$ cat src/rtl/dual_issue_defines.svh
`ifndef DI_FLUSH_GUARD
`define DI_FLUSH_GUARD

// data word and register index widths
`define DI_XLEN 32
`define DI_REG_W 5

// cycles with lanes_ready high that a long-latency destination stays owned
`define DI_LONG_LAT 2

// one bit per op_class_e value
// simple lane: alu, branch, mul, rdcnt, alu_branch, ibar
`define DI_SIMPLE_CLASS_MASK 16'h0393

// long latency producers: div, priv, mul, load_store
`define DI_LONG_CLASS_MASK 16'h003c

`endif

$ cat src/rtl/dual_issue_pkg.sv
`include "dual_issue_defines.svh"

package dual_issue_pkg;

    // operation class as produced by decode
    typedef enum logic [3:0] {
        op_alu        = 4'd0,
        op_branch     = 4'd1,
        op_div        = 4'd2,
        op_priv       = 4'd3,
        op_mul        = 4'd4,
        op_load_store = 4'd5,
        op_priv_mem   = 4'd6,
        op_rdcnt      = 4'd7,
        op_alu_branch = 4'd8,
        op_ibar       = 4'd9,
        op_priv_mmu   = 4'd10,
        op_mmu        = 4'd11
    } op_class_e;

    // one decoded instruction
    typedef struct packed {
        logic [`DI_XLEN-1:0]  pc;
        logic [`DI_XLEN-1:0]  ir;
        op_class_e            op_class;
        logic                 reg_write;
        logic                 reads_rd;   // stores read their rd as data
        logic [`DI_REG_W-1:0] rd;
        logic [`DI_REG_W-1:0] rj;
        logic [`DI_REG_W-1:0] rk;
    } issue_slot_t;

    typedef enum logic [1:0] {
        pair_ready,
        split_pending,
        flushing
    } issue_state_e;

    localparam logic [15:0] simple_class_mask = `DI_SIMPLE_CLASS_MASK;
    localparam logic [15:0] long_class_mask   = `DI_LONG_CLASS_MASK;

    // class can execute on the simple lane
    function automatic logic is_simple_class(input op_class_e op);
        return simple_class_mask[op];
    endfunction

    // result arrives too late for back-to-back use
    function automatic logic is_long_latency(input op_class_e op);
        return long_class_mask[op];
    endfunction

endpackage

$ cat src/rtl/issue_slot_if.sv
// one issued lane towards execute
interface issue_slot_if;

    logic                        valid;
    dual_issue_pkg::issue_slot_t slot;
    // shared stall from execute, same value on both lanes
    logic                        ready;

    // dispatcher side
    modport source (
        output valid,
        output slot,
        input  ready
    );

    // execute side
    modport sink (
        input  valid,
        input  slot,
        output ready
    );

endinterface

$ cat src/rtl/pair_hazard_check.sv
`include "dual_issue_defines.svh"

module pair_hazard_check (
    input  dual_issue_pkg::issue_slot_t slot0,
    input  dual_issue_pkg::issue_slot_t slot1,
    input  logic [(1 << `DI_REG_W)-1:0] busy_mask,
    input  logic                        split_pending,
    output logic                        pair_ok,
    output logic                        older_blocked,
    output logic                        younger_blocked
);

    logic older_busy;
    logic younger_busy;
    logic older_writes;
    logic younger_dep;
    logic younger_simple;

    // any source of the slot still owned by a long producer
    function automatic logic slot_reads_busy(
        input dual_issue_pkg::issue_slot_t s,
        input logic [(1 << `DI_REG_W)-1:0] mask
    );
        return mask[s.rj] | mask[s.rk] | (s.reads_rd & mask[s.rd]);
    endfunction

    assign older_busy   = slot_reads_busy(slot0, busy_mask);
    assign younger_busy = slot_reads_busy(slot1, busy_mask);

    // r0 writes never create a dependence
    assign older_writes = slot0.reg_write & (slot0.rd != '0);

    // younger reads what the older produces
    assign younger_dep = older_writes
                       & ((slot1.rj == slot0.rd)
                       |  (slot1.rk == slot0.rd)
                       |  (slot1.reads_rd & (slot1.rd == slot0.rd)));

    assign younger_simple = dual_issue_pkg::is_simple_class(slot1.op_class);

    // older already left in split_pending, only the younger counts
    assign older_blocked   = ~split_pending & older_busy;
    assign younger_blocked = younger_busy;

    assign pair_ok = ~split_pending
                   & younger_simple
                   & ~younger_dep
                   & ~older_busy
                   & ~younger_busy;

endmodule

$ cat src/rtl/pending_write_timer.sv
`include "dual_issue_defines.svh"

module pending_write_timer (
    input  logic                          clk,
    input  logic                          reset,
    input  logic                          flush,
    input  logic                          advance,
    input  logic                          issue_full,
    input  logic                          issue_simple,
    input  dual_issue_pkg::issue_slot_t   full_slot,
    input  dual_issue_pkg::issue_slot_t   simple_slot,
    output logic [(1 << `DI_REG_W)-1:0]   busy_mask
);

    localparam int cnt_w = $clog2(`DI_LONG_LAT + 1);

    // entry 0 follows the full lane, entry 1 the simple lane
    dual_issue_pkg::issue_slot_t lane_slot [2];
    logic [1:0]                  lane_issue;
    logic [1:0]                  load;
    logic [`DI_REG_W-1:0]        owner_rd [2];
    logic [cnt_w-1:0]            count [2];

    assign lane_slot[0] = full_slot;
    assign lane_slot[1] = simple_slot;
    assign lane_issue   = {issue_simple, issue_full};

    always_comb begin
        for (int i = 0; i < 2; i++) begin
            load[i] = lane_issue[i] & lane_slot[i].reg_write
                    & (lane_slot[i].rd != '0)
                    & dual_issue_pkg::is_long_latency(lane_slot[i].op_class);
        end
    end

    always_ff @(posedge clk) begin
        if (reset || flush) begin
            for (int i = 0; i < 2; i++) begin
                count[i] <= '0;
            end
        end else if (advance) begin
            for (int i = 0; i < 2; i++) begin
                if (load[i]) begin
                    count[i] <= cnt_w'(`DI_LONG_LAT);
                end else if (count[i] != '0) begin
                    count[i] <= count[i] - 1'b1;
                end
            end
        end
    end

    always_ff @(posedge clk) begin
        for (int i = 0; i < 2; i++) begin
            if (advance && load[i]) begin
                owner_rd[i] <= lane_slot[i].rd;
            end
        end
    end

    // live entries own their rd
    always_comb begin
        busy_mask = '0;
        for (int i = 0; i < 2; i++) begin
            if (count[i] != '0) begin
                busy_mask[owner_rd[i]] = 1'b1;
            end
        end
    end

endmodule

$ cat src/rtl/issue_control_fsm.sv
module issue_control_fsm (
    input  logic                        clk,
    input  logic                        reset,
    input  logic                        flush,
    input  logic                        in_valid,
    output logic                        in_ready,
    input  dual_issue_pkg::issue_slot_t slot0,
    input  dual_issue_pkg::issue_slot_t slot1,
    input  logic                        pair_ok,
    input  logic                        older_blocked,
    input  logic                        younger_blocked,
    output logic                        split_pending,
    output logic                        issue_full,
    output logic                        issue_simple,
    issue_slot_if.source                full_lane,
    issue_slot_if.source                simple_lane
);

    dual_issue_pkg::issue_state_e state;
    dual_issue_pkg::issue_state_e next_state;
    dual_issue_pkg::issue_slot_t  held_slot;
    dual_issue_pkg::issue_slot_t  full_next;
    dual_issue_pkg::issue_slot_t  full_slot_q;
    dual_issue_pkg::issue_slot_t  simple_slot_q;
    logic                         full_valid_q;
    logic                         simple_valid_q;
    logic                         advance;

    assign advance       = full_lane.ready & simple_lane.ready;
    assign split_pending = (state == dual_issue_pkg::split_pending);

    always_comb begin
        next_state   = state;
        issue_full   = 1'b0;
        issue_simple = 1'b0;
        in_ready     = 1'b0;
        full_next    = slot0;
        case (state)
            dual_issue_pkg::pair_ready: begin
                in_ready = ~in_valid | (~older_blocked & pair_ok);
                if (in_valid && !older_blocked) begin
                    // older always takes the full lane
                    issue_full = 1'b1;
                    if (pair_ok) begin
                        issue_simple = 1'b1;
                    end else begin
                        next_state = dual_issue_pkg::split_pending;
                    end
                end
            end
            dual_issue_pkg::split_pending: begin
                full_next = held_slot;
                if (!younger_blocked) begin
                    issue_full = 1'b1;
                    in_ready   = 1'b1;
                    next_state = dual_issue_pkg::pair_ready;
                end
            end
            default: begin
                next_state = dual_issue_pkg::pair_ready;
            end
        endcase
        // everything freezes under stall or flush
        if (!advance || flush) begin
            issue_full   = 1'b0;
            issue_simple = 1'b0;
            in_ready     = 1'b0;
        end
    end

    always_ff @(posedge clk) begin
        if (reset || flush) begin
            state          <= dual_issue_pkg::flushing;
            full_valid_q   <= 1'b0;
            simple_valid_q <= 1'b0;
        end else if (advance) begin
            state          <= next_state;
            full_valid_q   <= issue_full;
            simple_valid_q <= issue_simple;
        end
    end

    always_ff @(posedge clk) begin
        if (issue_full) begin
            full_slot_q <= full_next;
        end
        if (issue_simple) begin
            simple_slot_q <= slot1;
        end
        // younger waits here while the older goes out alone
        if (issue_full && !issue_simple && state == dual_issue_pkg::pair_ready) begin
            held_slot <= slot1;
        end
    end

    assign full_lane.valid   = full_valid_q;
    assign full_lane.slot    = full_slot_q;
    assign simple_lane.valid = simple_valid_q;
    assign simple_lane.slot  = simple_slot_q;

endmodule

$ cat src/rtl/dual_issue_top.sv
`include "dual_issue_defines.svh"

module dual_issue_top (
    input  logic                      clk,
    input  logic                      reset,
    input  logic                      flush,

    // decoded pair, slot 0 older
    input  logic                      in_valid,
    output logic                      in_ready,
    input  logic [`DI_XLEN-1:0]       pc0,
    input  logic [`DI_XLEN-1:0]       ir0,
    input  dual_issue_pkg::op_class_e class0,
    input  logic                      reg_write0,
    input  logic                      reads_rd0,
    input  logic [`DI_REG_W-1:0]      rd0,
    input  logic [`DI_REG_W-1:0]      rj0,
    input  logic [`DI_REG_W-1:0]      rk0,
    input  logic [`DI_XLEN-1:0]       pc1,
    input  logic [`DI_XLEN-1:0]       ir1,
    input  dual_issue_pkg::op_class_e class1,
    input  logic                      reg_write1,
    input  logic                      reads_rd1,
    input  logic [`DI_REG_W-1:0]      rd1,
    input  logic [`DI_REG_W-1:0]      rj1,
    input  logic [`DI_REG_W-1:0]      rk1,

    // full-function lane
    output logic                      full_valid,
    output logic [`DI_XLEN-1:0]       full_pc,
    output logic [`DI_XLEN-1:0]       full_ir,
    output dual_issue_pkg::op_class_e full_class,
    output logic [`DI_REG_W-1:0]      full_rd,
    output logic [`DI_REG_W-1:0]      full_rj,
    output logic [`DI_REG_W-1:0]      full_rk,
    output logic                      full_reg_write,

    // simple lane
    output logic                      simple_valid,
    output logic [`DI_XLEN-1:0]       simple_pc,
    output logic [`DI_XLEN-1:0]       simple_ir,
    output dual_issue_pkg::op_class_e simple_class,
    output logic [`DI_REG_W-1:0]      simple_rd,
    output logic [`DI_REG_W-1:0]      simple_rj,
    output logic [`DI_REG_W-1:0]      simple_rk,
    output logic                      simple_reg_write,

    input  logic                      lanes_ready
);

    dual_issue_pkg::issue_slot_t      slot0;
    dual_issue_pkg::issue_slot_t      slot1;
    dual_issue_pkg::issue_slot_t      timer_full_slot;
    logic [(1 << `DI_REG_W)-1:0]      busy_mask;
    logic                             pair_ok;
    logic                             older_blocked;
    logic                             younger_blocked;
    logic                             split_pending;
    logic                             issue_full;
    logic                             issue_simple;

    issue_slot_if full_lane_if ();
    issue_slot_if simple_lane_if ();

    assign slot0 = '{pc: pc0, ir: ir0, op_class: class0, reg_write: reg_write0,
                     reads_rd: reads_rd0, rd: rd0, rj: rj0, rk: rk0};
    assign slot1 = '{pc: pc1, ir: ir1, op_class: class1, reg_write: reg_write1,
                     reads_rd: reads_rd1, rd: rd1, rj: rj1, rk: rk1};

    // pair stays on the inputs until accepted, so slot 1 is the held younger
    assign timer_full_slot = split_pending ? slot1 : slot0;

    pair_hazard_check pair_hazard_check_i (
        .slot0           (slot0),
        .slot1           (slot1),
        .busy_mask       (busy_mask),
        .split_pending   (split_pending),
        .pair_ok         (pair_ok),
        .older_blocked   (older_blocked),
        .younger_blocked (younger_blocked)
    );

    pending_write_timer pending_write_timer_i (
        .clk          (clk),
        .reset        (reset),
        .flush        (flush),
        .advance      (lanes_ready),
        .issue_full   (issue_full),
        .issue_simple (issue_simple),
        .full_slot    (timer_full_slot),
        .simple_slot  (slot1),
        .busy_mask    (busy_mask)
    );

    issue_control_fsm issue_control_fsm_i (
        .clk             (clk),
        .reset           (reset),
        .flush           (flush),
        .in_valid        (in_valid),
        .in_ready        (in_ready),
        .slot0           (slot0),
        .slot1           (slot1),
        .pair_ok         (pair_ok),
        .older_blocked   (older_blocked),
        .younger_blocked (younger_blocked),
        .split_pending   (split_pending),
        .issue_full      (issue_full),
        .issue_simple    (issue_simple),
        .full_lane       (full_lane_if.source),
        .simple_lane     (simple_lane_if.source)
    );

    // one stall for both lanes
    assign full_lane_if.ready   = lanes_ready;
    assign simple_lane_if.ready = lanes_ready;

    assign full_valid     = full_lane_if.valid;
    assign full_pc        = full_lane_if.slot.pc;
    assign full_ir        = full_lane_if.slot.ir;
    assign full_class     = full_lane_if.slot.op_class;
    assign full_rd        = full_lane_if.slot.rd;
    assign full_rj        = full_lane_if.slot.rj;
    assign full_rk        = full_lane_if.slot.rk;
    assign full_reg_write = full_lane_if.slot.reg_write;

    assign simple_valid     = simple_lane_if.valid;
    assign simple_pc        = simple_lane_if.slot.pc;
    assign simple_ir        = simple_lane_if.slot.ir;
    assign simple_class     = simple_lane_if.slot.op_class;
    assign simple_rd        = simple_lane_if.slot.rd;
    assign simple_rj        = simple_lane_if.slot.rj;
    assign simple_rk        = simple_lane_if.slot.rk;
    assign simple_reg_write = simple_lane_if.slot.reg_write;

endmodule

$ cat config.mk
export PLATFORM = sky130hd
export DESIGN_NAME = dual_issue_top
export DESIGN_NICKNAME = d
export VERILOG_FILES = /design/src/rtl/dual_issue_pkg.sv /design/src/rtl/issue_slot_if.sv /design/src/rtl/pair_hazard_check.sv /design/src/rtl/pending_write_timer.sv /design/src/rtl/issue_control_fsm.sv /design/src/rtl/dual_issue_top.sv
export VERILOG_INCLUDE_DIRS = /design/src /design/src/rtl
export SDC_FILE = /design/constraint.sdc
export NUM_CORES = 1
export LEC_CHECK = 0
export BUFFER_PORTS_ARGS = -buffer_cell sky130_fd_sc_hd__buf_2
export CAP_MARGIN = 20
export CORE_MARGIN = 5
export CORE_UTILIZATION = 25
export CTS_CLUSTER_SIZE = 14
export DETAILED_ROUTE_END_ITERATION = 8
export HOLD_SLACK_MARGIN = 0.05
export PLACE_DENSITY = 0.51
export RECOVER_POWER = 25
export SYNTH_ARGS = -nofsm -noshare
export SYNTH_HDL_FRONTEND = slang
export SYNTH_HIERARCHICAL = 1
export SYNTH_SLANG_ARGS = --single-unit
export TNS_END_PERCENT = 50
$ cat constraint.sdc
create_clock -name clk -period 11.9 [get_ports clk]
set_input_delay 2.38 -clock clk [delete_from_list [all_inputs] [get_ports clk]]
set_output_delay 2.38 -clock clk [all_outputs]
set_load 0.01 [all_outputs]
==> results by group <==
Floorplan
  • Initial Utilization: 0.2526
  • Chip height: 229.4 um
  • Chip width: about 230 um
  • I/O pin count: 346
  • Num rows: 80
  • Core Box Area: approximately 48000 sq um
  • Die area: 52630 sq um

Hold path
  • Hold Crit Depth: 2
  • Hold_sp: issue_control_fsm_i/simple_lane.valid$_SDFFE_PP0N_
  • Endpoint, Worst Hold: issue_control_fsm_i/simple_lane.valid$_SDFFE_PP0N_
  • Hold Crit Class: reg2reg

Setup path
  • R2R Path End: issue_control_fsm_i/simple_lane.slot[6]$_DFFE_PP_
  • Critical Path AT: 5.73 ns
  • Crit path max fanout: 61
  • Worst Setup End Kind: output port
  • CP startpoint: issue_control_fsm_i/state[1]$_SDFFE_PP1P_
  • Reg2reg start: issue_control_fsm_i/state[1]$_SDFFE_PP1P_
  • Critical setup path kind: reg2out
  • Register-to-Register Setup Slack: 5.39 ns
  • Worst EP required: around 9.5 ns
  • CP startpoint kind: flop
  • R2r worst-path depth: 9

Global routing
  • First-pass GRT wire length: approximately 58 mm
  • Grt ovf: 0
  • Initial antenna violation count: 4
  • GRT Overall Usage: 0.1404
  • Vias in the first global route: 8738
  • Largest net degree at the start of global routing: 62

Synthesis
  • Synth Cell Area: about 12000 sq um
  • Post-Synthesis Cells: 884
  • Syn nets: between 1000 and 1500
  • Yosys Warn Count: 6
  • Avg Cell Area, Syn: 13.61 sq um

STA
  • Max-slew violation count: 62
  • RSZ-0062 raised after global routing: false
  • Hold Vio Cnt, Final: 0
  • Clock Skew: 0.01994 ns
  • Final setup violation count: 0
  • Final setup TNS: 0 ns
  • FMAX: 123.3 MHz
  • Slew Limit Headroom: -0.7052
  • Final Critical Period: 8.110 ns
  • Final Cycle Share: 0.6815
  • Worst slew pin tran: between 2 and 3 ns

Clocking
  • CTS hold repair buffers: 0
  • H-tree Lvls: 1
  • CTS clk-pin slew, worst paths: 0.06 ns
  • Post-CTS setup buffer count: 0
  • Clock Sinks: 270
  • Inserted Clock Buffers: 30
  • Root buf cell: clkbuf_16
  • CTS tree: yes
  • Max Root-Sink Buffers: 3
  • CTS resizes: 0
  • Worst skew pair latency: about 0.57 ns

Final layout
  • Fillers: roughly 4900
  • Area of the multi-input gates: 3700 sq um
  • Final net count: 1399
  • Finished Layout Cells: 1864
  • Fraction of layout cells with a size suffix above 1: 0.3074
  • Area Overhead vs Synth: 26.59%
  • Sequential Area: a little over 8000 sq um

Power
  • Pwr/cell area: between 100 and 150 nW/um^2
  • Final total power: 2.063 mW
  • Internal Dissipation: 1.605 mW
  • Psw: about 460 uW
  • Clock Power Share: 0.436
  • Pleak: 5.702 nW
  • Switching share of power: 0.2223
  • Logic pwr share: 0.056
  • Sequential power share: 0.508
  • VDD IR-drop max: 0.1133 mV

Routing
  • Drt wl/cell: 21.08 um
  • # DRC: 0
  • Met2 wire len: 19.02 mm
  • Drt pass-1 iters: 5
  • Final wirelength: between 30 and 40 mm
  • Highest Signal Layer: met5
  • Vias: about 8700
  • DRT iter0 DRCs: 695
  • Via-to-Cell Ratio: 4.684
  • Routed Antenna Nets: 0
  • Metal3 WL: around 3.2 mm
  • DRT met1 WL: about 16 mm

Flow run
  • Max cap viols: 1

Place
  • Detailed placement HPWL: 27.66 mm
  • Placer Congestion: 0.8574
  • Port Buf Inserts: 345
  • Placed cells: between 1500 and 2000

Run status
  • Status: finished, violations left
  • Failing checks: max-capacitance violations, max-slew violations
-- worst max-delay path, stage by stage, from the launching register on --
cell        delay (ns)
dfxtp_1           0.42
nand2b_4          0.44
clkinvlp_2        2.04
buf_4             1.01
nand2b_1          0.28
nor4b_4           0.28
inv_1             0.11
o21ai_0           0.15
o211a_1           0.14
buf_2             0.15
-- power by group through the flow --
stage               sequential (mW)  combinational, mW  clock (mW)
finish                         1.05              0.117       0.899
global route                   1.05              0.128       0.973
CTS                            1.05              0.121       0.930
detailed placement             1.07              0.120           0
global placement               1.07              0.118           0
floorplan                      1.07             0.0608           0
-- layer usage --
| layer | up-vias | GRT usage |
|---|---|---|
| met1 | 4286 | 0.1794 |
| met4 | 6 | 0.04003 |
| li1 | 3975 | - |
| met3 | 72 | 0.03839 |
| met2 | 392 | 0.2340 |
| met5 | - | 0.007353 |
-- how the worst max path moves through the flow --
stage                                                           endpoint  slack [ns]  cells after the start
after floorplan           pending_write_timer_i/owner_rd[0][5]$_DFFE_PP_        0.11                     14
after global placement                                          in_ready        4.17                     10
after detailed placement                                        in_ready        4.15                     10
after CTS                                                       in_ready        4.15                     10
after global routing                                            in_ready        3.24                      9
final                                                           in_ready        3.79                      9
-- registers in the layout (all words and copies together), names as in the netlist --
name                                   count
pending_write_timer_i/owner_rd            10
pending_write_timer_i/count                4
issue_control_fsm_i/full_lane.slot        84
issue_control_fsm_i/simple_lane.slot      84
issue_control_fsm_i/full_lane.valid        1
issue_control_fsm_i/held_slot             84
issue_control_fsm_i/simple_lane.valid      1
issue_control_fsm_i/state                  2
-- stage by stage --
step / util / setup slack [ns] / instance area (sq um) / hold slack (ns)
2_1_floorplan: - / 0.1123 / 12040 / 0.4674
3_3_place_gp: 0.3020 / 4.167 / 14390 / 0.4443
3_5_place_dp: 0.3020 / 4.149 / 14390 / 0.4507
4_1_cts: 0.3217 / 4.149 / 15330 / 0.4668
5_1_grt: 0.3197 / 3.242 / 15230 / 0.5199
6_report: 0.3198 / 3.790 / 15240 / 0.4608
-- cells in the final DEF (no fill, tap or decap), drive strengths merged, types with 11 or more instances in the layout --
master  count
o22ai      33
clkbuf    119
buf       275
mux2i      33
nand3      18
xor2       11
nand3b     16
inv        15
clkinv     12
nand2     269
edfxtp    266
nor2       21
mux4       36
mux2       12
-- final cells by class --
type                            count  share of cell area
Clock inverter                     16            0.009937
Clock buffer                       40             0.05174
Antenna cell                        3           0.0004927
Sequential cell                   270              0.5295
Tap cell                          615             0.05050
Inverter                           15            0.003778
Multi-Input combinational cell    551              0.2428
Timing Repair Buffer              354              0.1112
Note: power is estimated with default switching activity, not from simulation.
